--- src/rvPipePkg.sv ---
// Widths, opcodes, ALU codes, instruction views, immediate helpers and stage structs
package rvPipePkg;

    localparam int XLEN       = 32;
    localparam int REG_ADDR_W = 5;
    localparam int DMEM_WORDS = 64;
    localparam int DMEM_AW    = $clog2(DMEM_WORDS);

    localparam logic [XLEN-1:0] NOP_INST = 32'h0000_0013; // addi x0, x0, 0
    localparam logic [XLEN-1:0] RESET_PC = '0;

    localparam logic [6:0] OPC_OP     = 7'b0110011;
    localparam logic [6:0] OPC_OP_IMM = 7'b0010011;
    localparam logic [6:0] OPC_LOAD   = 7'b0000011;
    localparam logic [6:0] OPC_STORE  = 7'b0100011;
    localparam logic [6:0] OPC_BRANCH = 7'b1100011;
    localparam logic [6:0] OPC_JAL    = 7'b1101111;

    typedef enum logic [3:0] {
        ALU_ADD,
        ALU_SUB,
        ALU_AND,
        ALU_OR,
        ALU_XOR,
        ALU_SLT,
        ALU_PASSB
    } aluOpE;

    // One instruction word seen in five field layouts
    typedef union packed {
        struct packed {
            logic [6:0] funct7;
            logic [4:0] rs2;
            logic [4:0] rs1;
            logic [2:0] funct3;
            logic [4:0] rd;
            logic [6:0] opcode;
        } r;
        struct packed {
            logic [11:0] imm;
            logic [4:0]  rs1;
            logic [2:0]  funct3;
            logic [4:0]  rd;
            logic [6:0]  opcode;
        } i;
        struct packed {
            logic [6:0] immHi;
            logic [4:0] rs2;
            logic [4:0] rs1;
            logic [2:0] funct3;
            logic [4:0] immLo;
            logic [6:0] opcode;
        } s;
        struct packed {
            logic       imm12;
            logic [5:0] imm10_5;
            logic [4:0] rs2;
            logic [4:0] rs1;
            logic [2:0] funct3;
            logic [3:0] imm4_1;
            logic       imm11;
            logic [6:0] opcode;
        } b;
        struct packed {
            logic       imm20;
            logic [9:0] imm10_1;
            logic       imm11;
            logic [7:0] imm19_12;
            logic [4:0] rd;
            logic [6:0] opcode;
        } j;
    } instWordU;

    // Shared by fetch prediction and decode
    function automatic logic [XLEN-1:0] immB(instWordU w);
        return {{19{w.b.imm12}}, w.b.imm12, w.b.imm11, w.b.imm10_5, w.b.imm4_1, 1'b0};
    endfunction

    function automatic logic [XLEN-1:0] immJ(instWordU w);
        return {{11{w.j.imm20}}, w.j.imm20, w.j.imm19_12, w.j.imm11, w.j.imm10_1, 1'b0};
    endfunction

    typedef struct packed {
        logic  regWrite;
        logic  memRead;
        logic  memWrite;
        logic  memToReg;
        logic  linkWrite; // rd gets pc+4
        logic  aluSrcImm;
        aluOpE aluOp;
        logic  branch;
        logic  jump;
        logic  bne;
    } ctrlT;

    typedef struct packed {
        logic [XLEN-1:0] inst;
        logic [XLEN-1:0] pc;
        logic            bPred;
        logic            bPredValid;
    } ifIdT;

    typedef struct packed {
        ctrlT                  ctrl;
        logic [REG_ADDR_W-1:0] rs1;
        logic [REG_ADDR_W-1:0] rs2;
        logic [REG_ADDR_W-1:0] rd;
        logic [2:0]            funct3;
        logic [XLEN-1:0]       rData1;
        logic [XLEN-1:0]       rData2;
        logic [XLEN-1:0]       imm;
        logic [XLEN-1:0]       pc;
        logic                  bPred;
        logic                  bPredValid;
    } idExT;

    typedef struct packed {
        logic                  regWrite;
        logic                  memRead;
        logic                  memWrite;
        logic                  memToReg;
        logic                  linkWrite;
        logic [REG_ADDR_W-1:0] rd;
        logic [XLEN-1:0]       aluResult;
        logic [XLEN-1:0]       storeData;
        logic [XLEN-1:0]       linkData;
    } exMemT;

    typedef struct packed {
        logic                  regWrite;
        logic                  memToReg;
        logic                  linkWrite;
        logic [REG_ADDR_W-1:0] rd;
        logic [XLEN-1:0]       aluResult;
        logic [XLEN-1:0]       loadData;
        logic [XLEN-1:0]       linkData;
    } memWbT;

    typedef struct packed {
        logic                  valid;
        logic [REG_ADDR_W-1:0] rd;
        logic [XLEN-1:0]       data;
    } wbT;

endpackage

--- src/hazardUnit.sv ---
// Load-use stall detection merged with branch redirect flushes
`timescale 1ns/1ps

module hazardUnit (
    input  rvPipePkg::idExT                     idEx,
    input  logic [rvPipePkg::REG_ADDR_W-1:0]    rs1,
    input  logic [rvPipePkg::REG_ADDR_W-1:0]    rs2,
    input  logic                                redirectValid,
    output logic                                pcStall,
    output logic                                ifIdStall,
    output logic                                ifIdFlush,
    output logic                                idExFlush
);

    logic loadUse;

    // Load in EX whose result the decoding instruction needs
    assign loadUse = idEx.ctrl.memRead && idEx.rd != '0
                     && (idEx.rd == rs1 || idEx.rd == rs2);

    // Redirect wins over the stall
    assign pcStall   = loadUse && !redirectValid;
    assign ifIdStall = pcStall;
    assign ifIdFlush = redirectValid;
    assign idExFlush = redirectValid || loadUse; // Bubble or squash

endmodule

--- config.mk ---
export PLATFORM = sky130hd
export DESIGN_NAME = hazardUnit
export DESIGN_NICKNAME = d
export VERILOG_FILES = /design/src/rvPipePkg.sv /design/src/hazardUnit.sv
export SDC_FILE = /design/constraint.sdc
export NUM_CORES = 1
export LEC_CHECK = 0
export BUFFER_PORTS_ARGS = -buffer_cell sky130_fd_sc_hd__buf_2
export CAP_MARGIN = 20
export CORE_AREA = 2 2 69 71
export DETAILED_ROUTE_END_ITERATION = 6
export DIE_AREA = 0 0 71 73
export GPL_ROUTABILITY_DRIVEN = 0
export GPL_TIMING_DRIVEN = 0
export PLACE_DENSITY = 0.47
export SLEW_MARGIN = 20
export SYNTH_ARGS = -nofsm -noshare
export SYNTH_HDL_FRONTEND = slang
export SYNTH_SLANG_ARGS = --single-unit
--- constraint.sdc ---
create_clock -name vclk -period 1.4
set_clock_uncertainty 0.2 [all_clocks]
set_input_delay 0 -clock vclk [all_inputs]
set_output_delay 0 -clock vclk [all_outputs]
set_load 0.05 [all_outputs]
==> out/results.txt <==
mapped cell area = 156 um^2
Fin. Hold Viols = 0
Seq/Total Area, Yosys = 0%
Area Growth Syn to Fin = 144%
Syn. warnings = 0
HP Class = in2out
met3 WL post-DR = 46 um
CP max FO = 3
P per Cell Area = 276 mW/mm^2
critical path buffer and inverter count = 2
Max Freq = 758 MHz
die width = 71 um
Crit path max-delay family = simple AND/OR/NAND/NOR gates
largest net degree at the start of global routing = 4
synthesized area per cell = 7.45 um^2
Setup TNS = 0 ns
Sequential cell area = 0 um^2
core area = 0.00454 mm^2
Pre-antenna DRT Iters = 1
vias in the first global route = 203
routed vias/inst = 2.15
die area = 0.00518 mm^2
highest routing layer actually used = met3
net count after synthesis = 193
Vias = 204
Crit. path cell count = 5
nets = 215
initial antenna violation count = 0
Leakage = 0.000160 uW
layout cells sized above 1 = 68.3%
Routed WL = 729 um
CP required = 1.20 ns
clk_buf instances = 0
number of fill cells = 524
first-pass GRT wire length = 1110 um
setup violators final = 0
Fin Hold WS = 0.122 ns
max_cap viols = 0
Avg WL per Cell = 7.67 um
CP Capture Type = primary output
max incr delay on CP = 0.54 ns
DIE HEIGHT = 73 um
PortBufs = 21
CP max stage cell = or4_4
ANT nets after route = 0
CP arrival = 1.12 ns
DRC = 0
Post-CTS Hold Fix Bufs = 0
WL met1 = 329 um
Starting Density = 3.45%
Ant. Diodes = 0
Slew headroom = 83.9%
outcome = finished clean
final-report max-slew violation count = 0
Hold Path Stages = 3
met2 wire length = 353 um
Synth Instances = 21
Total GRT Usage = 2.73%
# rows = 25
most frequent cells in the layout = 18 x buf_2, 10 x xor2_1, 2 x nor3_2, 2 x nor2_1, 2 x buf_6
crit share post-route = 94.2%
Top Ports = 176
critical path cell sequence = buf_2 -> or4_4 -> o21ai_4 -> o21bai_1 -> buf_6
critical path type = in2out
Final min period = 1.32 ns
drt initial violations = 0
GRT Residual Overflow = 0
Least-Margin Pin Slew = 0.242 ns
sequential cells = 0
commonest non-fill, non-tap cell in the layout = buf_2
Yosys cell types = 8
Peak supply drop = 0.0563 mV
critical path startpoint category = primary input
[per-layer routing]
| layer | GRT usage, % | vias to the layer above |
|---|---|---|
| li1 | - | 111 |
| met1 | 3.70 | 81 |
| met2 | 4.78 | 12 |
| met3 | 0.552 | 0 |
| met4 | 0 | 0 |
| met5 | 0 | - |
[where the power goes]
group / leakage (uW) / internal (uW) / switching (uW)
Combinational: 0.000160 / 47.1 / 58.4
Clock: 0 / 0 / 0
Sequential: 0 / 0 / 0
Total: 0.000160 / 47.1 / 58.4
[cell families (layout without fill, tap and decap cells)]
kind of cell	after synthesis	after routing	synth area share, %
xor+xnor	10	10	56.0
simple gates	6	6	19.2
compound gates	3	3	15.2
buf+inv	2	22	9.60
[per-stage QoR]
step | util (%) | setup slack, ns | std cells | total power [uW] | instance area, um^2
after floorplan | - | -0.0189 | 21 | 49.9 | 168
after global placement | 7.50 | -0.0805 | 96 | 92.6 | 340
after detailed placement | 7.50 | -0.0887 | 96 | 92.5 | 340
after CTS | 7.86 | 0.00155 | 95 | 96.8 | 357
after global routing | 8.41 | -0.00894 | 95 | 115 | 382
final | 8.41 | 0.0813 | 95 | 105 | 382
[synth_stat cells]
| cell type | count | share of area [%] |
|---|---|---|
| xor2_1 | 10 | 56 |
| nor3_1 | 3 | 9.6 |
| buf_4 | 2 | 9.6 |
| nor2_1 | 2 | 4.8 |
| a22oi_1 | 1 | 4.8 |
| o21ai_2 | 1 | 5.6 |
| o21bai_1 | 1 | 4.8 |
| or4_1 | 1 | 4.8 |
[cell type report]
| class | count | area (um^2) | area share, % |
|---|---|---|---|
| buffer | 1 | 7.51 | 1.97 |
| multi-input combinational | 19 | 179 | 46.9 |
| tap | 54 | 67.6 | 17.7 |
| timing repair buffer | 21 | 128 | 33.4 |
[worst min-delay path, delay by kind of cell]
family / cells / cell delay, ns
simple gates: 1 / 0.05
buf+inv: 2 / 0.26
[final timing paths]
path	start	endpoint	slack [ns]
min	redirectValid	pcStall	0.12
max	idEx[136]	idExFlush	0.08
[repair_timing]
action | 4_1_cts | 5_1_grt
gates resized for setup | 6 | 7
pin swaps | 2 | 2
endpoints found under the setup margin | 2 | 2
buffers inserted | 0 | 0
(Power assumes the default switching activity.)
