## config.mk

```make
export PLATFORM = sky130hd
export DESIGN_NAME = idExReg
export DESIGN_NICKNAME = d
export VERILOG_FILES = /design/src/rvPipePkg.sv /design/src/pipeRegs.sv
export SDC_FILE = /design/constraint.sdc
export NUM_CORES = 1
export LEC_CHECK = 0
export ABC_AREA = 1
export ABC_CLOCK_PERIOD_IN_PS = 1100
export BUFFER_PORTS_ARGS = -buffer_cell sky130_fd_sc_hd__buf_2
export CAP_MARGIN = 20
export CORE_AREA = 2 2 126 128
export CTS_BUF_LIST = sky130_fd_sc_hd__clkbuf_8
export CTS_CLUSTER_SIZE = 10
export DETAILED_ROUTE_END_ITERATION = 12
export DIE_AREA = 0 0 128 130
export PLACE_DENSITY_LB_ADDON = 0.08
export SETUP_SLACK_MARGIN = 0.2
export SLEW_MARGIN = 20
export SYNTH_ARGS = -nofsm -noshare
export SYNTH_HDL_FRONTEND = slang
export SYNTH_SLANG_ARGS = --single-unit
```

## constraint.sdc

```tcl
create_clock -name clk -period 1.1 [get_ports clk]
set_input_delay 0.165 -clock clk [delete_from_list [all_inputs] [get_ports clk]]
set_output_delay 0.165 -clock clk [all_outputs]
set_load 0.1 [all_outputs]
```

## src/rvPipePkg.sv

```systemverilog
// Widths, opcodes, ALU codes, instruction views, immediate helpers and stage structs
package rvPipePkg;

    localparam int XLEN       = 32;
    localparam int REG_ADDR_W = 5;
    localparam int DMEM_WORDS = 64;
    localparam int DMEM_AW    = $clog2(DMEM_WORDS);

    localparam logic [XLEN-1:0] NOP_INST = 32'h0000_0013; // addi x0, x0, 0
    localparam logic [XLEN-1:0] RESET_PC = '0;

    localparam logic [6:0] OPC_OP     = 7'b0110011;
    localparam logic [6:0] OPC_OP_IMM = 7'b0010011;
    localparam logic [6:0] OPC_LOAD   = 7'b0000011;
    localparam logic [6:0] OPC_STORE  = 7'b0100011;
    localparam logic [6:0] OPC_BRANCH = 7'b1100011;
    localparam logic [6:0] OPC_JAL    = 7'b1101111;

    typedef enum logic [3:0] {
        ALU_ADD,
        ALU_SUB,
        ALU_AND,
        ALU_OR,
        ALU_XOR,
        ALU_SLT,
        ALU_PASSB
    } aluOpE;

    // One instruction word seen in five field layouts
    typedef union packed {
        struct packed {
            logic [6:0] funct7;
            logic [4:0] rs2;
            logic [4:0] rs1;
            logic [2:0] funct3;
            logic [4:0] rd;
            logic [6:0] opcode;
        } r;
        struct packed {
            logic [11:0] imm;
            logic [4:0]  rs1;
            logic [2:0]  funct3;
            logic [4:0]  rd;
            logic [6:0]  opcode;
        } i;
        struct packed {
            logic [6:0] immHi;
            logic [4:0] rs2;
            logic [4:0] rs1;
            logic [2:0] funct3;
            logic [4:0] immLo;
            logic [6:0] opcode;
        } s;
        struct packed {
            logic       imm12;
            logic [5:0] imm10_5;
            logic [4:0] rs2;
            logic [4:0] rs1;
            logic [2:0] funct3;
            logic [3:0] imm4_1;
            logic       imm11;
            logic [6:0] opcode;
        } b;
        struct packed {
            logic       imm20;
            logic [9:0] imm10_1;
            logic       imm11;
            logic [7:0] imm19_12;
            logic [4:0] rd;
            logic [6:0] opcode;
        } j;
    } instWordU;

    // Shared by fetch prediction and decode
    function automatic logic [XLEN-1:0] immB(instWordU w);
        return {{19{w.b.imm12}}, w.b.imm12, w.b.imm11, w.b.imm10_5, w.b.imm4_1, 1'b0};
    endfunction

    function automatic logic [XLEN-1:0] immJ(instWordU w);
        return {{11{w.j.imm20}}, w.j.imm20, w.j.imm19_12, w.j.imm11, w.j.imm10_1, 1'b0};
    endfunction

    typedef struct packed {
        logic  regWrite;
        logic  memRead;
        logic  memWrite;
        logic  memToReg;
        logic  linkWrite; // rd gets pc+4
        logic  aluSrcImm;
        aluOpE aluOp;
        logic  branch;
        logic  jump;
        logic  bne;
    } ctrlT;

    typedef struct packed {
        logic [XLEN-1:0] inst;
        logic [XLEN-1:0] pc;
        logic            bPred;
        logic            bPredValid;
    } ifIdT;

    typedef struct packed {
        ctrlT                  ctrl;
        logic [REG_ADDR_W-1:0] rs1;
        logic [REG_ADDR_W-1:0] rs2;
        logic [REG_ADDR_W-1:0] rd;
        logic [2:0]            funct3;
        logic [XLEN-1:0]       rData1;
        logic [XLEN-1:0]       rData2;
        logic [XLEN-1:0]       imm;
        logic [XLEN-1:0]       pc;
        logic                  bPred;
        logic                  bPredValid;
    } idExT;

    typedef struct packed {
        logic                  regWrite;
        logic                  memRead;
        logic                  memWrite;
        logic                  memToReg;
        logic                  linkWrite;
        logic [REG_ADDR_W-1:0] rd;
        logic [XLEN-1:0]       aluResult;
        logic [XLEN-1:0]       storeData;
        logic [XLEN-1:0]       linkData;
    } exMemT;

    typedef struct packed {
        logic                  regWrite;
        logic                  memToReg;
        logic                  linkWrite;
        logic [REG_ADDR_W-1:0] rd;
        logic [XLEN-1:0]       aluResult;
        logic [XLEN-1:0]       loadData;
        logic [XLEN-1:0]       linkData;
    } memWbT;

    typedef struct packed {
        logic                  valid;
        logic [REG_ADDR_W-1:0] rd;
        logic [XLEN-1:0]       data;
    } wbT;

endpackage

```

## src/pipeRegs.sv

```systemverilog
// IF/ID and ID/EX stage registers with stall and flush
`timescale 1ns/1ps


module idExReg (
    input  logic            clk,
    input  logic            reset,
    input  logic            flush,
    input  rvPipePkg::idExT in,
    output rvPipePkg::idExT out
);

    always_ff @(posedge clk or negedge reset) begin
        if (!reset) begin
            out <= '0;
        end else if (flush) begin
            out <= '0; // Bubble
        end else begin
            out <= in;
        end
    end

endmodule

```

==> impl_metrics.ini <==
[timing]
hold_slack_ps = 49.41
rsz0062_at_grt = yes
slew_headroom_pct = 82.43
tightest_slew_ps = 263.5
drv_slew = 0
period_share_pct = 111.0
finalSetupTns_ps = -14910
layout_min_cycle_time_ps = 1221
max_freq_mhz = 818.9
layout_setup_ws_ps = -121.1
setup_violations = 161
hold_violations = 0

[routing]
drt_iter0_drc = 153
drt-pass1-iter-count = 4
vias = 4971
ant_nets = 0
viasPerCell = 4.129
wirelength_um = 18770
route.detailed.drc = 0
wl_per_cell_um = 15.59

[final_layout]
nFillCells = 901
nets = 1163
multiInputGateArea_um2 = 604.3
area_growth_pct = 120.3
finalNonFillerCells = 1204
largest_register = out
final_area_mm2 = 0.01188
reg.largest.list = out (161)
diodes = 0
layout-drive-gt1-share_pct = 51.78
largest_reg_flops = 161
regArea_mm2 = 0.004230

[grt]
grtUsageTotal_pct = 23.14
grt_max_degree = 56
antenna_found_initial = 0
grt_first_pass_wirelength_um = 28840
grt_pass1_vias = 5622
grt-ovfl-total = 0

[clocking]
h-tree-depth = 4
cts_buffer_depth = 2
cts.clk_slew.worst_paths_ps = 90
cts_tree = done
cts-root-buf = clkbuf_8
cts.sinks = 161
cts-buffers-inserted = 17

[die]
rows = 46
die_area_mm2 = 0.01664
die_x_um = 128
start_util_pct = 34.96
coreArea_mm2 = 0.01542
io_pins = 325
die_h_um = 130

[logic_synthesis]
seq_area_frac_synth_pct = 74.71
yosysWarnings = 0
netlist_instances = 501
synth-seq-cells = 161
ys_types = 6
yosys-top-cells-area = dfrtp_1 (75%), inv_1 (11%), nor2_1 (11%), buf_6 (2.1%), buf_2 (0.65%)
synth_nets = 665
synth_top_area_share_pct = 74.71
avgSynthCellArea_um2 = 10.76
yosysTopAreaCell = dfrtp_1
syn-cell-area_mm2 = 0.005393

[setup_path]
cpPeakStageDelay_ps = 440
critPathLaunchType = flip-flop
endpoint_kind = primary output
critPathTopFamily = flip-flops
crit_arrival_ps = 1060
critPathBufInv = 1
critical_path_class = flip-flop to primary output
cp_cell_sequence = buf_12
crit_fanout = 1
slowest_stage = dfrtp_2
worstPathRequired_ps = 940

[placement]
placed_area_mm2 = 0.009872
portBuffers = 324
dp.cells = 1010
dp_hpwl_um = 12200
place.gp.congestion = 0.7734

[power]
p_per_area_mw_per_mm2 = 1321
ir_worst_vdd_mv = 0.9170
power.total_mw = 15.69
leakage_nw = 6.048

[hold_path]
min_path_cells = 2
holdCritPathClass = input port to flip-flop
worstHoldStart = flush
hold_path_end = out[42]$_DFF_PN0_

[job]
drv_cap = 0

[outcome]
failed_checks = negative setup slack
status = complete, but fails checks
cell type report:
cell class / instances / share of cell area [%]
Timing Repair Buffer: 497 / 48.95
Sequential cell: 161 / 35.62
Multi-Input combinational cell: 161 / 5.088
Inverter: 161 / 5.088
Clock buffer: 19 / 2.202
Tap cell: 192 / 2.023
Clock inverter: 13 / 1.032
how the worst max path moves through the flow:
stage / endpoint / slack (ps) / from / depth (start not counted)
6_report: out[78] / -120 / out[78]$_DFF_PN0_ / 1
5_1_grt: out[78] / -170 / out[78]$_DFF_PN0_ / 1
4_1_cts: out[135] / -170 / out[135]$_DFF_PN0_ / 1
3_5_place_dp: out[113]$_DFF_PN0_ / 170 / flush / 3
3_3_place_gp: out[113]$_DFF_PN0_ / 210 / flush / 3
2_1_floorplan: out[0] / 290 / out[0]$_DFF_PN0_ / 0
logic make-up after synthesis:
| logic type | count (synthesis) | share of synthesized area [%] |
|---|---|---|
| AND/OR/NAND/NOR | 161 | 11.21 |
| flip-flops | 161 | 74.71 |
| buffers and inverters | 179 | 14.08 |
layer usage:
metal  routed length (µm)  vias up  GRT usage (%)
met4                  505        0          9.308
met1                 6420     2367          23.24
met5                    0        -              0
met2                10280      238          43.60
li1                     -     2332              -
met3                 1556       34          8.323
timing repair:
item / CTS / global route
setup buffers: 0 / 0
resized for setup: 0 / 0
endpoints found under the hold margin: 322 / 0
setup endpoints to repair: 161 / 161
hold buffers: 162 / 0
per-stage QoR:
| step | worst slack [ps] | utilization (%) |
|---|---|---|
| 2_1_floorplan | 289.3 | - |
| 5_1_grt | -172.8 | 77.00 |
| 3_5_place_dp | 171.0 | 64.00 |
| 3_3_place_gp | 210.2 | 64.00 |
| 4_1_cts | -169.0 | 77.00 |
| 6_report | -121.1 | 77.00 |
where the power goes:
part	internal [mW]	leakage [nW]	switching [mW]
sequential	6.27	1.86	0.262
combinational	1.91	3.98	3.03
clock	2.10	0.206	2.12
Yosys cell counts:
library cell and number:
dfrtp_1 161, inv_1 161, nor2_1 161, buf_2 7
buf_6 10, buf_4 1
cell usage in the layout (no fill, tap or decap), drive strengths merged:
master	n
clkinv	5
nor2	161
inv	165
dfrtp	161
dlygate4sd3	162
bufinv	2
clkinvlp	2
buf	335
clkbuf	19
No activity file was read; power rests on OpenSTA's default activity.
