$ cat config.mk
export PLATFORM = sky130hd
export DESIGN_NAME = regFile
export DESIGN_NICKNAME = d
export VERILOG_FILES = /design/src/rvPipePkg.sv /design/src/regFile.sv
export SDC_FILE = /design/constraint.sdc
export NUM_CORES = 2
export LEC_CHECK = 0
export BUFFER_PORTS_ARGS = -buffer_cell sky130_fd_sc_hd__buf_2
export CORE_ASPECT_RATIO = 1.1
export CORE_MARGIN = 2
export CORE_UTILIZATION = 64
export DETAILED_ROUTE_END_ITERATION = 10
export HOLD_SLACK_MARGIN = 0.08
export PLACE_DENSITY = 0.85
export SYNTH_ARGS = -nofsm -noshare
export SYNTH_HDL_FRONTEND = slang
export SYNTH_SLANG_ARGS = --single-unit
$ cat constraint.sdc
create_clock -name clk -period 2.6 [get_ports clk]
set_clock_uncertainty 0.05 [all_clocks]
set_input_delay 0.13 -clock clk [delete_from_list [all_inputs] [get_ports clk]]
set_output_delay 0.13 -clock clk [all_outputs]
set_load 0.02 [all_outputs]
$ cat src/rvPipePkg.sv
// Widths, opcodes, ALU codes, instruction views, immediate helpers and stage structs
package rvPipePkg;

    localparam int XLEN       = 32;
    localparam int REG_ADDR_W = 5;
    localparam int DMEM_WORDS = 64;
    localparam int DMEM_AW    = $clog2(DMEM_WORDS);

    localparam logic [XLEN-1:0] NOP_INST = 32'h0000_0013; // addi x0, x0, 0
    localparam logic [XLEN-1:0] RESET_PC = '0;

    localparam logic [6:0] OPC_OP     = 7'b0110011;
    localparam logic [6:0] OPC_OP_IMM = 7'b0010011;
    localparam logic [6:0] OPC_LOAD   = 7'b0000011;
    localparam logic [6:0] OPC_STORE  = 7'b0100011;
    localparam logic [6:0] OPC_BRANCH = 7'b1100011;
    localparam logic [6:0] OPC_JAL    = 7'b1101111;

    typedef enum logic [3:0] {
        ALU_ADD,
        ALU_SUB,
        ALU_AND,
        ALU_OR,
        ALU_XOR,
        ALU_SLT,
        ALU_PASSB
    } aluOpE;

    // One instruction word seen in five field layouts
    typedef union packed {
        struct packed {
            logic [6:0] funct7;
            logic [4:0] rs2;
            logic [4:0] rs1;
            logic [2:0] funct3;
            logic [4:0] rd;
            logic [6:0] opcode;
        } r;
        struct packed {
            logic [11:0] imm;
            logic [4:0]  rs1;
            logic [2:0]  funct3;
            logic [4:0]  rd;
            logic [6:0]  opcode;
        } i;
        struct packed {
            logic [6:0] immHi;
            logic [4:0] rs2;
            logic [4:0] rs1;
            logic [2:0] funct3;
            logic [4:0] immLo;
            logic [6:0] opcode;
        } s;
        struct packed {
            logic       imm12;
            logic [5:0] imm10_5;
            logic [4:0] rs2;
            logic [4:0] rs1;
            logic [2:0] funct3;
            logic [3:0] imm4_1;
            logic       imm11;
            logic [6:0] opcode;
        } b;
        struct packed {
            logic       imm20;
            logic [9:0] imm10_1;
            logic       imm11;
            logic [7:0] imm19_12;
            logic [4:0] rd;
            logic [6:0] opcode;
        } j;
    } instWordU;

    // Shared by fetch prediction and decode
    function automatic logic [XLEN-1:0] immB(instWordU w);
        return {{19{w.b.imm12}}, w.b.imm12, w.b.imm11, w.b.imm10_5, w.b.imm4_1, 1'b0};
    endfunction

    function automatic logic [XLEN-1:0] immJ(instWordU w);
        return {{11{w.j.imm20}}, w.j.imm20, w.j.imm19_12, w.j.imm11, w.j.imm10_1, 1'b0};
    endfunction

    typedef struct packed {
        logic  regWrite;
        logic  memRead;
        logic  memWrite;
        logic  memToReg;
        logic  linkWrite; // rd gets pc+4
        logic  aluSrcImm;
        aluOpE aluOp;
        logic  branch;
        logic  jump;
        logic  bne;
    } ctrlT;

    typedef struct packed {
        logic [XLEN-1:0] inst;
        logic [XLEN-1:0] pc;
        logic            bPred;
        logic            bPredValid;
    } ifIdT;

    typedef struct packed {
        ctrlT                  ctrl;
        logic [REG_ADDR_W-1:0] rs1;
        logic [REG_ADDR_W-1:0] rs2;
        logic [REG_ADDR_W-1:0] rd;
        logic [2:0]            funct3;
        logic [XLEN-1:0]       rData1;
        logic [XLEN-1:0]       rData2;
        logic [XLEN-1:0]       imm;
        logic [XLEN-1:0]       pc;
        logic                  bPred;
        logic                  bPredValid;
    } idExT;

    typedef struct packed {
        logic                  regWrite;
        logic                  memRead;
        logic                  memWrite;
        logic                  memToReg;
        logic                  linkWrite;
        logic [REG_ADDR_W-1:0] rd;
        logic [XLEN-1:0]       aluResult;
        logic [XLEN-1:0]       storeData;
        logic [XLEN-1:0]       linkData;
    } exMemT;

    typedef struct packed {
        logic                  regWrite;
        logic                  memToReg;
        logic                  linkWrite;
        logic [REG_ADDR_W-1:0] rd;
        logic [XLEN-1:0]       aluResult;
        logic [XLEN-1:0]       loadData;
        logic [XLEN-1:0]       linkData;
    } memWbT;

    typedef struct packed {
        logic                  valid;
        logic [REG_ADDR_W-1:0] rd;
        logic [XLEN-1:0]       data;
    } wbT;

endpackage

$ cat src/regFile.sv
// 32 x 32 register file, write-first read ports, x0 tied to zero
`timescale 1ns/1ps

module regFile (
    input  logic                                clk,
    input  logic                                reset,
    input  logic [rvPipePkg::REG_ADDR_W-1:0]    rs1,
    input  logic [rvPipePkg::REG_ADDR_W-1:0]    rs2,
    output logic [rvPipePkg::XLEN-1:0]          rData1,
    output logic [rvPipePkg::XLEN-1:0]          rData2,
    input  rvPipePkg::wbT                       wb
);

    logic [rvPipePkg::XLEN-1:0] regs [1:2**rvPipePkg::REG_ADDR_W-1];

    function automatic logic [rvPipePkg::XLEN-1:0] readPort(
        logic [rvPipePkg::REG_ADDR_W-1:0] rs
    );
        if (rs == '0)
            return '0;
        if (wb.valid && wb.rd == rs)
            return wb.data; // Same-cycle write passes through
        return regs[rs];
    endfunction

    always_ff @(posedge clk or negedge reset) begin
        if (!reset) begin
            for (int i = 1; i < 2**rvPipePkg::REG_ADDR_W; i++)
                regs[i] <= '0;
        end else if (wb.valid) begin
            regs[wb.rd] <= wb.data;
        end
    end

    always_comb begin
        rData1 = readPort(rs1);
        rData2 = readPort(rs2);
    end

endmodule

==> results.py <==
metrics = {
    "sta": {
        "unrepaired_setup_endpoints_after_global_routing": "yes",
        "endpoints_failing_setup": 55,
        "clock.fmax_mhz": 343,
        "slew_headroom": 0.471,
        "transition_time_of_the_tightest_slew_check_pin_ps": 792,
        "report.final.slew_viol_count": 0,
        "period_utilization": 1.12,
        "setup_tns_ps": -9230,
        "final_hold_fails": 0,
        "final_critical_delay_including_setup_and_external_delays_ps": 2920,
        "timing.final.ws_setup_ps": -318,
    },
    "placed_design": {
        "gp_congestion": 0.892,
        "numPortBuffers": 113,
        "postPlaceCellArea_mm2": 0.0571,
        "hpwl_um": 101000,
    },
    "cells_and_area": {
        "top_library_cells_by_usage_in_the_layout_fill_and_taps_aside": "mux2_2 (1079), dfrtp_1 (992), mux4_2 (450)",
        "layout-drive-gt1-share": 0.607,
        "largest_register_ffs": 992,
        "mostFrequentLayoutCell": "mux2_2",
        "max_flop_register": "regs",
        "nets": 3923,
        "synthToLayoutAreaGrowth_pct": 17.7,
        "filler_cell_count": 4261,
        "finalInstanceArea_mm2": 0.0630,
        "reg_top3": "regs (992)",
    },
    "synth": {
        "post_synth_xor_area_fraction": 0.00164,
        "synth-seq-area-share": 0.464,
        "synth_edf_count": 0,
        "postSynthCellCount": 3603,
        "synth.mux.area_fraction": 0.428,
        "synthesized_area_fraction_occupied_by_and_or_nand_nor_cells": 0.0260,
        "synth_compound_area_frac": 0.0467,
        "average_cell_area_after_synthesis_um2": 14.9,
        "top_cell_type_s_share_of_synthesized_area": 0.464,
        "synth.lib_cells_used.distinct": 53,
        "dominantRegCellSynth": "dfrtp_1",
        "syn-num-nets": 3653,
        "yosys_warning_total": 0,
        "area_contributors_post_synth": "dfrtp_1 (46%), mux2_2 (23%), mux4_2 (19%)",
        "ys_seq_elements": 992,
        "combinational_family_with_the_most_area_after_synthesis": "multiplexers",
        "netlist_area_mm2": 0.0535,
        "ys_async_sr_fraction": 1.00,
        "synth_area_leader_cell": "dfrtp_1",
        "post_synth_fa_ha_maj_area_fraction": 0,
    },
    "global_route": {
        "grt_start_max_net_pins": 96,
        "number_of_global_route_vias_before_repair": 40782,
        "initial_antenna_violation_count": 5,
        "globalRouteOverflowTotal": 0,
        "grt_pass1_wl_um": 267000,
        "gr-usage-all-layers": 0.427,
    },
    "critical_path": {
        "crit_path_max_incr_delay_ps": 460,
        "cp_data_arrival_time_ps": 2740,
        "critical_path.startpoint_type": "flop",
        "cp_max_fo": 2,
        "worst-endpoint-required_ps": 2420,
        "cp_cell_sequence": "mux4_2 > a22o_1 > a221o_1 > a211oi_2 > nor3_1 > buf_2",
        "cp_max_stage_cell": "mux4_2",
        "end_kind": "output pin",
        "category_of_the_critical_setup_timing_path": "flop to output pin",
    },
    "drt": {
        "drt_drc_violations_left": 0,
        "post_detailed_routing_wire_length_um": 184000,
        "detailroute.via_count": 39797,
        "vias_per_cell": 7.91,
        "detail-route-antenna-nets": 0,
        "drt_iter0_drc": 6239,
        "dr.pass1.iters": 8,
        "routed_wire_length_per_instance_um": 36.5,
    },
    "min_path": {
        "hp-class": "primary input to asynchronous set/reset pin",
    },
    "clock_network": {
        "clock-root-buffer": "clkbuf_16",
        "cts-htree-levels": 3,
        "cts_sinks": 992,
        "cts-buffers-inserted": 100,
        "clock_network_latency_to_the_later_pin_of_the_worst_skew_pair_ps": 710,
        "clock_tree.buffer_depth": 3,
        "clock_pin_slew_reported_for_the_worst_setup_and_hold_paths_after_clock_tree_synthesis_ps": 60,
        "cts_tree": "built",
    },
    "pwr": {
        "ir_drop_mv": 0.732,
        "post-layout-total-power_mw": 48.7,
        "leakage_nw": 27.5,
        "power.density_mw_per_mm2": 773,
    },
    "die": {
        "vertical_die_dimension_um": 307,
        "rows": 111,
        "io_pins": 114,
        "effective_utilization_at_floorplan": 0.645,
        "die_w_um": 280,
        "die-area_mm2": 0.0860,
        "core_area_mm2": 0.0831,
    },
    "outcome": {
        "failing_checks": "negative setup slack",
        "outcome": "complete, but fails checks",
    },
    "job": {
        "maxCapViolations": 0,
    },
}
## area by class of cell
type                    count  area [um2]  share of cell area
multi-input cells        2210       27800               0.441
flip-flops and latches    992       24800               0.394
repair buffers            567        5450              0.0865
clock buffers             142        2930              0.0466
well taps                1073        1340              0.0213
clock inverters            44         682              0.0108
diodes                      4        10.0            0.000159
inverters                   2        7.51            0.000119
## final timing paths
check | slack (ps) | to | cells after the start | startpoint
setup reg to reg | 1510 | regs[448] | 3 | regs[448]
setup / recovery | -320 | rData1[13] | 6 | regs[525]
min in group clk | 260 | regs[757] | 5 | wb[32]
hold / removal | 240 | regs[383] | 3 | reset
max in group asynchronous | 1670 | regs[833] | 4 | reset
hold reg to reg | 470 | regs[170] | 1 | regs[170]
## cell families after synthesis
| logic type | Yosys count |
|---|---|
| DFF | 992 |
| xor gates and xnor gates | 10 |
| muxes | 1592 |
| and+or+nand+nor | 292 |
| buffers and inverters | 401 |
| AOI/OAI and AO/OA | 316 |
## stage by stage
| stage | worst slack (ps) | utilization | instances | hold WS, ps |
|---|---|---|---|---|
| after floorplan | 480 | - | 3603 | -216 |
| after global placement | -38.8 | 0.688 | 4677 | 89.7 |
| after detailed placement | -55.4 | 0.688 | 4677 | 113 |
| after CTS | -269 | 0.752 | 5008 | 234 |
| after global routing | -357 | 0.759 | 5031 | 260 |
| final | -318 | 0.759 | 5034 | 236 |
## layer usage
layer | share of wire | GRT usage
met1 | 0.33 | 0.545
met2 | 0.44 | 0.613
met3 | 0.15 | 0.165
met4 | 0.085 | 0.281
met5 | 0.00021 | 0
## synth_stat cells (6+ instances only)
library cell / number
xor2_1: 8
a22o_1: 48
o21ai_0: 15
buf_4: 24
o221a_1: 18
nor3_1: 61
a211oi_1: 32
nand2_1: 51
clkbuf_1: 211
o22ai_1: 26
a221oi_1: 44
a22oi_1: 33
buf_6: 13
nor3b_1: 6
o211ai_1: 18
mux2i_1: 58
o31ai_1: 13
and3_1: 6
nor2b_1: 6
mux4_2: 450
nor2_1: 104
buf_1: 56
mux2_2: 1080
buf_2: 95
and2_1: 18
nor4_1: 15
a221o_1: 31
dfrtp_1: 992
a21oi_1: 28
## power by group
part           leakage, nW  switching [mW]  internal, mW
logic                 13.1            4.90          6.89
clock network         1.79            6.46          9.54
registers             12.7            2.47          18.5
total                 27.5            13.8          34.9
## what timing repair did
item	CTS	global route
hold buffers	34	0
setup buffers	116	26
hold endpoints to repair	1787	0
setup endpoints to repair	58	64
pin swaps	92	31
resized for setup	144	77
## worst max-delay path, delay by kind of cell (launching register included)
family	cells	cell delay, ps
AO/OA/AOI/OAI	3	910
buffers and inverters	1	180
flip-flops	1	390
multiplexers	1	460
AND/OR/NAND/NOR	1	100
(Power assumes the default switching activity.)
