==> src/rvPipePkg.sv <==
// Widths, opcodes, ALU codes, instruction views, immediate helpers and stage structs
package rvPipePkg;

    localparam int XLEN       = 32;
    localparam int REG_ADDR_W = 5;
    localparam int DMEM_WORDS = 64;
    localparam int DMEM_AW    = $clog2(DMEM_WORDS);

    localparam logic [XLEN-1:0] NOP_INST = 32'h0000_0013; // addi x0, x0, 0
    localparam logic [XLEN-1:0] RESET_PC = '0;

    localparam logic [6:0] OPC_OP     = 7'b0110011;
    localparam logic [6:0] OPC_OP_IMM = 7'b0010011;
    localparam logic [6:0] OPC_LOAD   = 7'b0000011;
    localparam logic [6:0] OPC_STORE  = 7'b0100011;
    localparam logic [6:0] OPC_BRANCH = 7'b1100011;
    localparam logic [6:0] OPC_JAL    = 7'b1101111;

    typedef enum logic [3:0] {
        ALU_ADD,
        ALU_SUB,
        ALU_AND,
        ALU_OR,
        ALU_XOR,
        ALU_SLT,
        ALU_PASSB
    } aluOpE;

    // One instruction word seen in five field layouts
    typedef union packed {
        struct packed {
            logic [6:0] funct7;
            logic [4:0] rs2;
            logic [4:0] rs1;
            logic [2:0] funct3;
            logic [4:0] rd;
            logic [6:0] opcode;
        } r;
        struct packed {
            logic [11:0] imm;
            logic [4:0]  rs1;
            logic [2:0]  funct3;
            logic [4:0]  rd;
            logic [6:0]  opcode;
        } i;
        struct packed {
            logic [6:0] immHi;
            logic [4:0] rs2;
            logic [4:0] rs1;
            logic [2:0] funct3;
            logic [4:0] immLo;
            logic [6:0] opcode;
        } s;
        struct packed {
            logic       imm12;
            logic [5:0] imm10_5;
            logic [4:0] rs2;
            logic [4:0] rs1;
            logic [2:0] funct3;
            logic [3:0] imm4_1;
            logic       imm11;
            logic [6:0] opcode;
        } b;
        struct packed {
            logic       imm20;
            logic [9:0] imm10_1;
            logic       imm11;
            logic [7:0] imm19_12;
            logic [4:0] rd;
            logic [6:0] opcode;
        } j;
    } instWordU;

    // Shared by fetch prediction and decode
    function automatic logic [XLEN-1:0] immB(instWordU w);
        return {{19{w.b.imm12}}, w.b.imm12, w.b.imm11, w.b.imm10_5, w.b.imm4_1, 1'b0};
    endfunction

    function automatic logic [XLEN-1:0] immJ(instWordU w);
        return {{11{w.j.imm20}}, w.j.imm20, w.j.imm19_12, w.j.imm11, w.j.imm10_1, 1'b0};
    endfunction

    typedef struct packed {
        logic  regWrite;
        logic  memRead;
        logic  memWrite;
        logic  memToReg;
        logic  linkWrite; // rd gets pc+4
        logic  aluSrcImm;
        aluOpE aluOp;
        logic  branch;
        logic  jump;
        logic  bne;
    } ctrlT;

    typedef struct packed {
        logic [XLEN-1:0] inst;
        logic [XLEN-1:0] pc;
        logic            bPred;
        logic            bPredValid;
    } ifIdT;

    typedef struct packed {
        ctrlT                  ctrl;
        logic [REG_ADDR_W-1:0] rs1;
        logic [REG_ADDR_W-1:0] rs2;
        logic [REG_ADDR_W-1:0] rd;
        logic [2:0]            funct3;
        logic [XLEN-1:0]       rData1;
        logic [XLEN-1:0]       rData2;
        logic [XLEN-1:0]       imm;
        logic [XLEN-1:0]       pc;
        logic                  bPred;
        logic                  bPredValid;
    } idExT;

    typedef struct packed {
        logic                  regWrite;
        logic                  memRead;
        logic                  memWrite;
        logic                  memToReg;
        logic                  linkWrite;
        logic [REG_ADDR_W-1:0] rd;
        logic [XLEN-1:0]       aluResult;
        logic [XLEN-1:0]       storeData;
        logic [XLEN-1:0]       linkData;
    } exMemT;

    typedef struct packed {
        logic                  regWrite;
        logic                  memToReg;
        logic                  linkWrite;
        logic [REG_ADDR_W-1:0] rd;
        logic [XLEN-1:0]       aluResult;
        logic [XLEN-1:0]       loadData;
        logic [XLEN-1:0]       linkData;
    } memWbT;

    typedef struct packed {
        logic                  valid;
        logic [REG_ADDR_W-1:0] rd;
        logic [XLEN-1:0]       data;
    } wbT;

endpackage

==> src/memWbStage.sv <==
// Data memory, MEM/WB register and writeback select
`timescale 1ns/1ps

module memWbStage (
    input  logic             clk,
    input  logic             reset,
    input  rvPipePkg::exMemT in,
    output rvPipePkg::wbT    wb
);

    logic [rvPipePkg::XLEN-1:0]    dmem [rvPipePkg::DMEM_WORDS];
    logic [rvPipePkg::DMEM_AW-1:0] wordAddr;
    logic [rvPipePkg::XLEN-1:0]    loadData;
    rvPipePkg::memWbT              memWb;

    assign wordAddr = in.aluResult[rvPipePkg::DMEM_AW+1:2]; // Word aligned
    assign loadData = in.memRead ? dmem[wordAddr] : '0;

    always_ff @(posedge clk) begin
        if (in.memWrite)
            dmem[wordAddr] <= in.storeData;
    end

    always_ff @(posedge clk or negedge reset) begin
        if (!reset) begin
            memWb <= '0;
        end else begin
            memWb <= '{
                regWrite:  in.regWrite,
                memToReg:  in.memToReg,
                linkWrite: in.linkWrite,
                rd:        in.rd,
                aluResult: in.aluResult,
                loadData:  loadData,
                linkData:  in.linkData
            };
        end
    end

    always_comb begin
        wb.valid = memWb.regWrite && memWb.rd != '0;
        wb.rd    = memWb.rd;
        if (memWb.linkWrite)
            wb.data = memWb.linkData;
        else if (memWb.memToReg)
            wb.data = memWb.loadData;
        else
            wb.data = memWb.aluResult;
    end

endmodule

==> config.mk <==
export PLATFORM = sky130hd
export DESIGN_NAME = memWbStage
export DESIGN_NICKNAME = d
export VERILOG_FILES = /design/src/rvPipePkg.sv /design/src/memWbStage.sv
export SDC_FILE = /design/constraint.sdc
export NUM_CORES = 2
export LEC_CHECK = 0
export BUFFER_PORTS_ARGS = -buffer_cell sky130_fd_sc_hd__buf_2
export CAP_MARGIN = 20
export CELL_PAD_IN_SITES_DETAIL_PLACEMENT = 0
export CELL_PAD_IN_SITES_GLOBAL_PLACEMENT = 1
export CORE_ASPECT_RATIO = 1.5
export CORE_MARGIN = 2
export CORE_UTILIZATION = 40
export DETAILED_ROUTE_END_ITERATION = 8
export GPL_ROUTABILITY_DRIVEN = 0
export GPL_TIMING_DRIVEN = 0
export PLACE_DENSITY = 0.65
export SLEW_MARGIN = 0
export SYNTH_ARGS = -nofsm -noshare
export SYNTH_HDL_FRONTEND = slang
export SYNTH_SLANG_ARGS = --single-unit
==> constraint.sdc <==
create_clock -name clk -period 2.3 [get_ports clk]
set_input_delay 0.23 -clock clk [delete_from_list [all_inputs] [get_ports clk]]
set_output_delay 0.23 -clock clk [all_outputs]
set_load 0.02 [all_outputs]
==> impl_metrics.tcl <==
set metrics [dict create \
    grtUsageTotal_pct 31.19 \
    holdPathEnd "dmem[54][15]" \
    cts.clk_slew.worst_paths_ns 0.07 \
    syn_area_um2 81070 \
    ioPinCount 146 \
    clock_tree.htree_level_count 4 \
    fin_crit_sh_pct 125.3 \
    drc 0 \
    portBuffers 144 \
    drv_cap 0 \
    grt_first_pass_wirelength_mm 430.8 \
    fin_ws_ns -0.5809 \
    vias_per_cell 6.381 \
    cts_buffer_depth 4 \
    syn-num-nets 4719 \
    die_w_um 371.6 \
    avgSynthCellArea_um2 17.58 \
    p_leak_nw 32.18 \
    yosysSeqAreaShare_pct 79.07 \
    fin_nets 5406 \
    multi_input_area_um2 16900 \
    period_minus_slack_ns 2.881 \
    cts_buffers 196 \
    fp-row-count 202 \
    top_usage_layer "met2" \
    first_global_vias 49706 \
    maxSlewViolCount 0 \
    vias 51821 \
    power_density_nw_per_um2 826.0 \
    drive_gt1_share_pct 23.05 \
    min_from "in[47]" \
    place_ws_ns -2.427 \
    max_clock_freq_mhz 347.1 \
    cts_tree "built" \
    layout_common_cells "edfxtp_1, a22oi_1, a221oi_1, mux2i_1, clkbuf_16" \
    fin_util_pct 48.94 \
    synth_cells 4611 \
    ys_warn_count 0 \
    wl_mm 327.3 \
    tightest_slew_ns 1.311 \
    hold_depth 1 \
    r2r-end "memWb[50]" \
    use_met2_pct 50.17 \
    area_growth_pct 21.76 \
    setup_viol 78 \
    layout_commonest_cell "edfxtp_1" \
    cp.required_ns 2.98 \
    grt_use_met3_pct 8.701 \
    dp_hpwl_mm 226.2 \
    reg2reg_depth 5 \
    antenna_found_initial 36 \
    yosysUniqueCellTypes 64 \
    status "finished, violations left" \
    hold_violations 4 \
    first_pass_iters 8 \
    path_class "flop to flop" \
    core_area_um2 201700 \
    regArea_um2 64100 \
    relSlewSlack_pct 12.62 \
    use_met1_pct 34.88 \
    root_buffer "clkbuf_16" \
    synth_edf_count 2048 \
    ys_seq_elements 2152 \
    critPathArrivalTime_ns 3.56 \
    antenna_left 0 \
    critPathCaptureType "flop" \
    clock_skew_ns 0.03133 \
    violations "hold timing, setup timing" \
    r2r-start "dmem[18][18]" \
    final.fill_count 16682 \
    clock-sinks 2152 \
    drtIter0Drc 8473 \
    gr-total-overflow 0 \
    async_flop_share_pct 4.833 \
    critPathMaxFanout 1 \
    rsz0062_at_grt "yes" \
    fin_hold_ws_ns -0.003337 \
    start_kind "flop" \
    ir_worst_vdd_mv 0.6405 \
    wl_per_cell_um 40.30 \
    clock_latency_ns 0.87 \
    die_h_um 555.4 \
    ys.flop_type "edfxtp_1" \
    start_util_pct 40.20 \
    hold_path_class "input port to flop" \
    rrSetupSlack_ns -0.58 \
    grt_max_degree 72 \
    die_area_um2 206400 \
]
-- per-layer routing --
layer | share of wire [%] | vias to the layer above | wire (um)
met5 | 0.052 | - | 171
met4 | 9.9 | 26 | 32490
met3 | 11 | 1035 | 36870
met2 | 47 | 3730 | 152900
met1 | 32 | 26507 | 104800
li1 | - | 20523 | -
-- worst max-delay path, cell delays in order (launching register included) --
cell,delay [ns]
edfxtp_1,0.43
a221oi_4,0.37
nor2_4,0.19
o21ai_2,0.14
nand4_1,0.83
o31a_1,0.73
-- state kept, by name (all words and copies together) (netlist names) --
register and flops:
dmem 2048, wb 5, memWb 99
-- repair_timing --
item | in CTS | in global routing
endpoints found under the setup margin | 2092 | 289
hold endpoints to repair | 536 | 90
hold buffers | 90 | 5
resized for setup | 417 | 147
buffers inserted | 100 | 32
pin swaps | 109 | 45
gates cloned | 1 | 0
-- worst max-delay path by stage --
| stage | cells past startpoint | to | startpoint | slack [ns] |
|---|---|---|---|---|
| 5_1_grt | 5 | memWb[50] | dmem[18][18] | -0.33 |
| 2_1_floorplan | 8 | dmem[17][0] | in[68] | -0.08 |
| 3_5_place_dp | 9 | memWb[46] | in[67] | -2.43 |
| 6_report | 5 | memWb[50] | dmem[18][18] | -0.58 |
| 3_3_place_gp | 8 | memWb[59] | in[70] | -2.97 |
| 4_1_cts | 11 | memWb[46] | in[67] | -0.40 |
-- stage by stage --
stage | power [mW] | std cells | instance area, um2 | hold WS, ns | TNS, ns
2_1_floorplan | 46.49 | 4611 | 81760 | -0.06559 | -52.93
3_3_place_gp | 49.63 | 7407 | 85800 | 0.3390 | -4192.60
3_5_place_dp | 49.87 | 7528 | 88320 | 0.2087 | -2980.12
4_1_cts | 81.11 | 8053 | 97640 | 0.0004692 | -2.492
5_1_grt | 82.99 | 8100 | 98660 | 0.008368 | -0.5927
6_report | 81.54 | 8121 | 98710 | -0.003337 | -4.290
-- cell families after synthesis --
kind of cell	after synthesis	synth area share, %
simple gates	479	2.615
mux	297	4.227
compound gates	1323	11.94
buf+inv	360	2.147
flops	2152	79.07
-- synth_stat cells (7+ instances only) --
cell type | number | area share [%]
a22oi_1 | 355 | 3.3
a222oi_1 | 16 | 0.20
mux2_1 | 18 | 0.25
o211ai_1 | 12 | 0.11
nor2b_1 | 9 | 0.069
a221o_1 | 16 | 0.20
nor2_1 | 213 | 0.99
mux4_2 | 31 | 0.86
o21ai_1 | 26 | 0.16
mux2i_1 | 213 | 2.6
buf_1 | 34 | 0.16
o221ai_1 | 32 | 0.35
o22ai_1 | 119 | 0.92
o41a_1 | 7 | 0.097
a31oi_1 | 15 | 0.12
or3_1 | 14 | 0.11
nand2_1 | 104 | 0.48
and3_1 | 13 | 0.10
a221oi_1 | 313 | 3.4
o32ai_1 | 8 | 0.086
buf_2 | 130 | 0.80
mux2_2 | 35 | 0.49
nand3_1 | 62 | 0.38
o21a_1 | 8 | 0.074
o31a_1 | 21 | 0.23
nand4_1 | 16 | 0.12
a22o_1 | 47 | 0.51
buf_4 | 30 | 0.28
nor3_1 | 22 | 0.14
clkbuf_1 | 146 | 0.68
buf_6 | 15 | 0.21
o21ai_0 | 159 | 0.98
a21oi_1 | 132 | 0.81
edfxtp_1 | 2048 | 76
dfrtp_1 | 104 | 3.2
-- cell type report --
type | count | share of cell area (%)
Antenna cell | 24 | 0.06084
Inverter | 4 | 0.01521
Sequential cell | 2152 | 64.94
Buffer | 348 | 2.492
Clock inverter | 96 | 0.7859
Clock buffer | 249 | 5.240
Multi-Input combinational cell | 2099 | 17.12
Tap cell | 2652 | 3.361
Timing Repair Buffer | 497 | 5.987
-- where the power goes --
group | internal (mW) | switching, mW | total, mW
Clock | 17.2 | 14.4 | 31.6
Sequential | 43.3 | 0.114 | 43.4
Combinational | 1.82 | 4.71 | 6.53
No activity file was read; power rests on OpenSTA's default activity.
