==> src/rvPipePkg.sv <==
// Widths, opcodes, ALU codes, instruction views, immediate helpers and stage structs
package rvPipePkg;

    localparam int XLEN       = 32;
    localparam int REG_ADDR_W = 5;
    localparam int DMEM_WORDS = 64;
    localparam int DMEM_AW    = $clog2(DMEM_WORDS);

    localparam logic [XLEN-1:0] NOP_INST = 32'h0000_0013; // addi x0, x0, 0
    localparam logic [XLEN-1:0] RESET_PC = '0;

    localparam logic [6:0] OPC_OP     = 7'b0110011;
    localparam logic [6:0] OPC_OP_IMM = 7'b0010011;
    localparam logic [6:0] OPC_LOAD   = 7'b0000011;
    localparam logic [6:0] OPC_STORE  = 7'b0100011;
    localparam logic [6:0] OPC_BRANCH = 7'b1100011;
    localparam logic [6:0] OPC_JAL    = 7'b1101111;

    typedef enum logic [3:0] {
        ALU_ADD,
        ALU_SUB,
        ALU_AND,
        ALU_OR,
        ALU_XOR,
        ALU_SLT,
        ALU_PASSB
    } aluOpE;

    // One instruction word seen in five field layouts
    typedef union packed {
        struct packed {
            logic [6:0] funct7;
            logic [4:0] rs2;
            logic [4:0] rs1;
            logic [2:0] funct3;
            logic [4:0] rd;
            logic [6:0] opcode;
        } r;
        struct packed {
            logic [11:0] imm;
            logic [4:0]  rs1;
            logic [2:0]  funct3;
            logic [4:0]  rd;
            logic [6:0]  opcode;
        } i;
        struct packed {
            logic [6:0] immHi;
            logic [4:0] rs2;
            logic [4:0] rs1;
            logic [2:0] funct3;
            logic [4:0] immLo;
            logic [6:0] opcode;
        } s;
        struct packed {
            logic       imm12;
            logic [5:0] imm10_5;
            logic [4:0] rs2;
            logic [4:0] rs1;
            logic [2:0] funct3;
            logic [3:0] imm4_1;
            logic       imm11;
            logic [6:0] opcode;
        } b;
        struct packed {
            logic       imm20;
            logic [9:0] imm10_1;
            logic       imm11;
            logic [7:0] imm19_12;
            logic [4:0] rd;
            logic [6:0] opcode;
        } j;
    } instWordU;

    // Shared by fetch prediction and decode
    function automatic logic [XLEN-1:0] immB(instWordU w);
        return {{19{w.b.imm12}}, w.b.imm12, w.b.imm11, w.b.imm10_5, w.b.imm4_1, 1'b0};
    endfunction

    function automatic logic [XLEN-1:0] immJ(instWordU w);
        return {{11{w.j.imm20}}, w.j.imm20, w.j.imm19_12, w.j.imm11, w.j.imm10_1, 1'b0};
    endfunction

    typedef struct packed {
        logic  regWrite;
        logic  memRead;
        logic  memWrite;
        logic  memToReg;
        logic  linkWrite; // rd gets pc+4
        logic  aluSrcImm;
        aluOpE aluOp;
        logic  branch;
        logic  jump;
        logic  bne;
    } ctrlT;

    typedef struct packed {
        logic [XLEN-1:0] inst;
        logic [XLEN-1:0] pc;
        logic            bPred;
        logic            bPredValid;
    } ifIdT;

    typedef struct packed {
        ctrlT                  ctrl;
        logic [REG_ADDR_W-1:0] rs1;
        logic [REG_ADDR_W-1:0] rs2;
        logic [REG_ADDR_W-1:0] rd;
        logic [2:0]            funct3;
        logic [XLEN-1:0]       rData1;
        logic [XLEN-1:0]       rData2;
        logic [XLEN-1:0]       imm;
        logic [XLEN-1:0]       pc;
        logic                  bPred;
        logic                  bPredValid;
    } idExT;

    typedef struct packed {
        logic                  regWrite;
        logic                  memRead;
        logic                  memWrite;
        logic                  memToReg;
        logic                  linkWrite;
        logic [REG_ADDR_W-1:0] rd;
        logic [XLEN-1:0]       aluResult;
        logic [XLEN-1:0]       storeData;
        logic [XLEN-1:0]       linkData;
    } exMemT;

    typedef struct packed {
        logic                  regWrite;
        logic                  memToReg;
        logic                  linkWrite;
        logic [REG_ADDR_W-1:0] rd;
        logic [XLEN-1:0]       aluResult;
        logic [XLEN-1:0]       loadData;
        logic [XLEN-1:0]       linkData;
    } memWbT;

    typedef struct packed {
        logic                  valid;
        logic [REG_ADDR_W-1:0] rd;
        logic [XLEN-1:0]       data;
    } wbT;

endpackage

==> src/fetchUnit.sv <==
// Program counter with static backward-taken prediction and redirect
`timescale 1ns/1ps

module fetchUnit (
    input  logic                       clk,
    input  logic                       reset,
    input  logic                       stall,
    input  logic                       redirectValid,
    input  logic [rvPipePkg::XLEN-1:0] redirectPc,
    output logic [rvPipePkg::XLEN-1:0] imemAddr,
    input  logic [rvPipePkg::XLEN-1:0] imemData,
    output rvPipePkg::ifIdT            out
);

    logic [rvPipePkg::XLEN-1:0] pc;
    logic [rvPipePkg::XLEN-1:0] nextPc;
    logic [rvPipePkg::XLEN-1:0] predTarget;
    rvPipePkg::instWordU        word;
    logic                       isBranch;
    logic                       isJal;
    logic                       predTaken;

    assign word     = imemData;
    assign imemAddr = pc;

    assign isBranch  = word.r.opcode == rvPipePkg::OPC_BRANCH;
    assign isJal     = word.r.opcode == rvPipePkg::OPC_JAL;
    assign predTaken = isJal || (isBranch && word.b.imm12); // Sign bit set means backward

    assign predTarget = pc + (isJal ? rvPipePkg::immJ(word) : rvPipePkg::immB(word));

    always_comb begin
        if (redirectValid)
            nextPc = redirectPc;
        else if (stall)
            nextPc = pc;
        else if (predTaken)
            nextPc = predTarget;
        else
            nextPc = pc + 32'd4;
    end

    always_ff @(posedge clk or negedge reset) begin
        if (!reset)
            pc <= rvPipePkg::RESET_PC;
        else
            pc <= nextPc;
    end

    assign out = '{
        inst:       imemData,
        pc:         pc,
        bPred:      predTaken,
        bPredValid: isBranch || isJal
    };

endmodule

==> config.mk <==
export PLATFORM = sky130hd
export DESIGN_NAME = fetchUnit
export DESIGN_NICKNAME = d
export VERILOG_FILES = /design/src/rvPipePkg.sv /design/src/fetchUnit.sv
export SDC_FILE = /design/constraint.sdc
export NUM_CORES = 1
export LEC_CHECK = 0
export BUFFER_PORTS_ARGS = -buffer_cell sky130_fd_sc_hd__buf_2
export CORE_MARGIN = 4
export CORE_UTILIZATION = 47
export CTS_BUF_LIST = sky130_fd_sc_hd__clkbuf_4
export DETAILED_ROUTE_END_ITERATION = 6
export MAX_ROUTING_LAYER = met4
export PLACE_DENSITY = 0.88
export RECOVER_POWER = 100
export SYNTH_ARGS = -nofsm -noshare
export SYNTH_HDL_FRONTEND = slang
export SYNTH_SLANG_ARGS = --single-unit
export TNS_END_PERCENT = 30
==> constraint.sdc <==
create_clock -name clk -period 2.5 [get_ports clk]
set_input_delay 0.125 -clock clk [delete_from_list [all_inputs] [get_ports clk]]
set_output_delay 0.125 -clock clk [all_outputs]
set_load 0.05 [all_outputs]
==> summary.txt <==
Routing
  – DRT iter0 DRCs: 358
  – Via density: between 6 and 7
  – Routed len/inst: around 18 um
  – Final wirelength: ~16000 um
  – Remaining antenna violation count: 0
  – Drt drc: 0
  – Via count: 5405
  – TritonRoute pass-1 iters: 5

GRT
  – Gr usage total: 28.0%
  – Initial antenna violation count: 0
  – Vias in the first global route: roughly 5.1k
  – Grt total ovfl: 0
  – First-pass GRT wire length: around 25000 um
  – Largest net degree at the start of global routing: 39

Finish
  – Register area: 801 sq um
  – Share of layout cells above drive strength 1: between 20% and 30%
  – Final Cell Area: between 5000 and 6000 sq um
  – Fillers: ~790
  – Flip-flop count of the largest register after layout: 32
  – Multi-input gate area: about 3200 sq um
  – Fin nets: between 800 and 900
  – Diodes inserted: 0
  – Synth-to-Final Area Change: 33.0%

Worst setup path
  – Critical path arrival: between 3 and 4 ns
  – WP depth: 16
  – Data required time of the critical path: between 2 and 3 ns
  – Cell with the most instances on the worst path: buf_6
  – Crit path launch: imemData[4]
  – Critical path endpoint: imemAddr[30]$_DFFE_PN0P_
  – CP Cell Sequence: buf_6 -> nor2b_1 -> nand4_1 -> nor2_4 -> buf_6 -> mux2_4 -> ha_4 -> a211oi_2 -> o211ai_1 -> a31oi_1 -> nand2_2 -> a32oi_4 -> nand2b_1 -> a41oi_2 -> xor2_1 -> o21ai_1
  – Slowest cell on crit path: mux2_4
  – Slowest cell delay on critical path: 0.33 ns
  – CP endpoint kind: flip-flop
  – Crit Path Class: input port to flip-flop
  – Worst reg2reg setup slack: -0.13 ns
  – Crit path buf inv count: 2
  – Worst-path fanout max: 4
  – Worst r2r path cells: 12
  – R2R Path Start: imemAddr[2]$_DFFE_PN0P_
  – Reg2reg end: imemAddr[28]$_DFFE_PN0P_
  – Crit path max-delay family: compound AO/OA/AOI/OAI gates
  – Nature of the critical path startpoint: input port

STA
  – Final period util: 115%
  – Max-slew violations: 33
  – Setup TNS: -5.29 ns
  – Clock skew: 0.0162 ns
  – Endpoints failing setup: 23
  – Highest clock rate: ~350 MHz
  – Relative slew slack: -33.0%
  – Hold WS: about 0.018 ns
  – Hold Vio Cnt, Final: 0
  – Final worst setup slack: -0.385 ns
  – Actual slew at the worst max-slew pin: between 1.5 and 2 ns
  – RSZ-0062 raised after global routing: yes
  – Fin crit period: about 2.9 ns

Clock network
  – Clock sinks: 32
  – Clk buf depth: 2
  – H-tree levels: 2
  – Worst-Skew Late Latency: about 0.35 ns
  – TritonCTS buffer count: 5
  – Clock root cell: clkbuf_4
  – Worst-path clk slew: 0.12 ns
  – CTS tree: yes

Power
  – Static leakage: about 2.6 nW
  – Power density cells: just under 500 nW/um^2
  – Maximum VDD drop: approximately 0.00021 V

Hold path
  – Hold WC Path Type: input port to flip-flop
  – Hold Crit Start: redirectPc[23]

Floorplanning
  – # IOs: about 170
  – Row count: 34
  – Starting Density: approximately half
  – Die H: ~100 um
  – Die ar.: 10900 sq um
  – Core area: about 8900 sq um
  – Die width: ~100 um

Synth
  – Seq cells post-synth: 32
  – YS warnings: 0
  – Ys flop type: dfrtp_1
  – Most frequent cells after synthesis: 76 x a21oi_1, 66 x buf_4, 57 x nand2_1
  – Share of flip-flops with an asynchronous set or reset: 100%
  – Sequential-to-total area share from yosys stat: 18.3%
  – Syn_area_per_cell: between 7 and 8 sq um
  – Number of synthesized flops with an enable pin: 0
  – Gate Count Post-Synth: 592
  – Synth Cell Area: approximately 4400 sq um
  – Post-synth cell types: between 50 and 60
  – Synthesized net count: just under 700
  – Most common cell in the synthesized netlist: a21oi_1
  – Area share of the largest cell type after synthesis: a little under a fifth
  – Largest area contributor in the netlist: dfrtp_1
  – Synth area leaders: dfrtp_1 18%, buf_4 11%, ha_1 9.7%

Place
  – Post-DP HPWL: 12300 um
  – Port Buf Inserts: roughly 170
  – Dpl ws: -0.760 ns
  – Placed instance area: about 5500 sq um
  – Final GP Congestion: 0.967

Run status
  – Outcome: finished with violations
  – Failing checks: capacitance limit, slew limit, setup timing

Flow run
  – Maxcap violations: 1
==> worst register-to-register path: cells and delay by family (launching register included) <==
family                   cells  cell delay (ns)
adder cells (fa/ha/maj)      1             0.17
AO/OA/AOI/OAI                5             0.58
AND/OR/NAND/NOR              4             0.90
flip-flops                   1             0.49
buffers and inverters        2             0.38
==> through the flow <==
stage | utilization [%] | std cells | total power [mW]
floorplan | - | 592 | 1.91
global placement | 61.4 | 857 | 2.35
detailed placement | 61.4 | 857 | 2.39
CTS | 64.7 | 887 | 2.75
global route | 65.6 | 895 | 2.97
finish | 65.6 | 895 | 2.82
==> timing repair <==
item,CTS,global route
setup endpoints to repair,22,27
gates resized for setup,13,34
setup buffers,2,8
endpoints found under the hold margin,51,0
pin swaps,18,13
hold buffers,20,0
==> where the power goes <==
part | switching (mW) | total, mW | internal, mW
logic | 1.20 | 1.87 | 0.669
registers | 0.0677 | 0.635 | 0.567
clock network | 0.215 | 0.319 | 0.103
total | 1.48 | 2.82 | 1.34
==> layout make-up <==
| cell class | instances | share of cell area, % |
|---|---|---|
| Clock buffer | 5 | 0.644 |
| Clock inverter | 3 | 0.236 |
| Inverter | 11 | 0.708 |
| Timing Repair Buffer | 281 | 28.2 |
| Multi-Input combinational cell | 455 | 54.2 |
| Sequential cell | 32 | 13.7 |
| Tap cell | 108 | 2.32 |
==> routing by layer <==
metal / GRT usage, % / wire length [um]
met5: - / 0
met4: 9.84 / 507
met3: 4.38 / 1420
met2: 47.8 / 7800
met1: 33.5 / 6490
==> worst min-delay path by stage <==
stage	endpoint	slack, ns	cells past startpoint
after global routing	imemAddr[31]$_DFFE_PN0P_	0.03	3
after floorplan	imemAddr[0]$_DFFE_PN0P_	-0.17	0
final	imemAddr[23]$_DFFE_PN0P_	0.02	3
after global placement	imemAddr[26]$_DFFE_PN0P_	0.26	1
after detailed placement	imemAddr[26]$_DFFE_PN0P_	0.27	1
after CTS	imemAddr[26]$_DFFE_PN0P_	0.01	3
==> logic make-up (layout without fill, tap and decap cells) <==
kind of cell	Yosys count	after routing	synth area share, %
buf+inv	105	300	14.8
flops	32	32	18.3
xor+xnor	30	30	5.99
fa+ha+maj	35	35	10.2
mux	10	10	2.45
simple gates	166	166	18.0
compound gates	214	214	30.3
==> layout by cell type, fill, tap and decap left out, drive strengths merged, types with 5 or more instances in the layout <==
cell         Yosys  final
a211oi          12     12
nand4           15     15
buf             74    161
xor2            14     14
clkbuf          20    105
o21ai           58     58
mux2             6      6
a31oi           13     13
and3             7      7
nor2            51     51
o22ai            7      7
a21o            21     21
xnor2           16     16
nor3             5      5
dlygate4sd3      0     20
nand2           57     57
o31ai            7      7
a21oi           76     76
dfrtp           32     32
inv             11     11
nand3           13     13
o211ai           5      5
ha              34     34
Power figures use the tool's default switching activity.
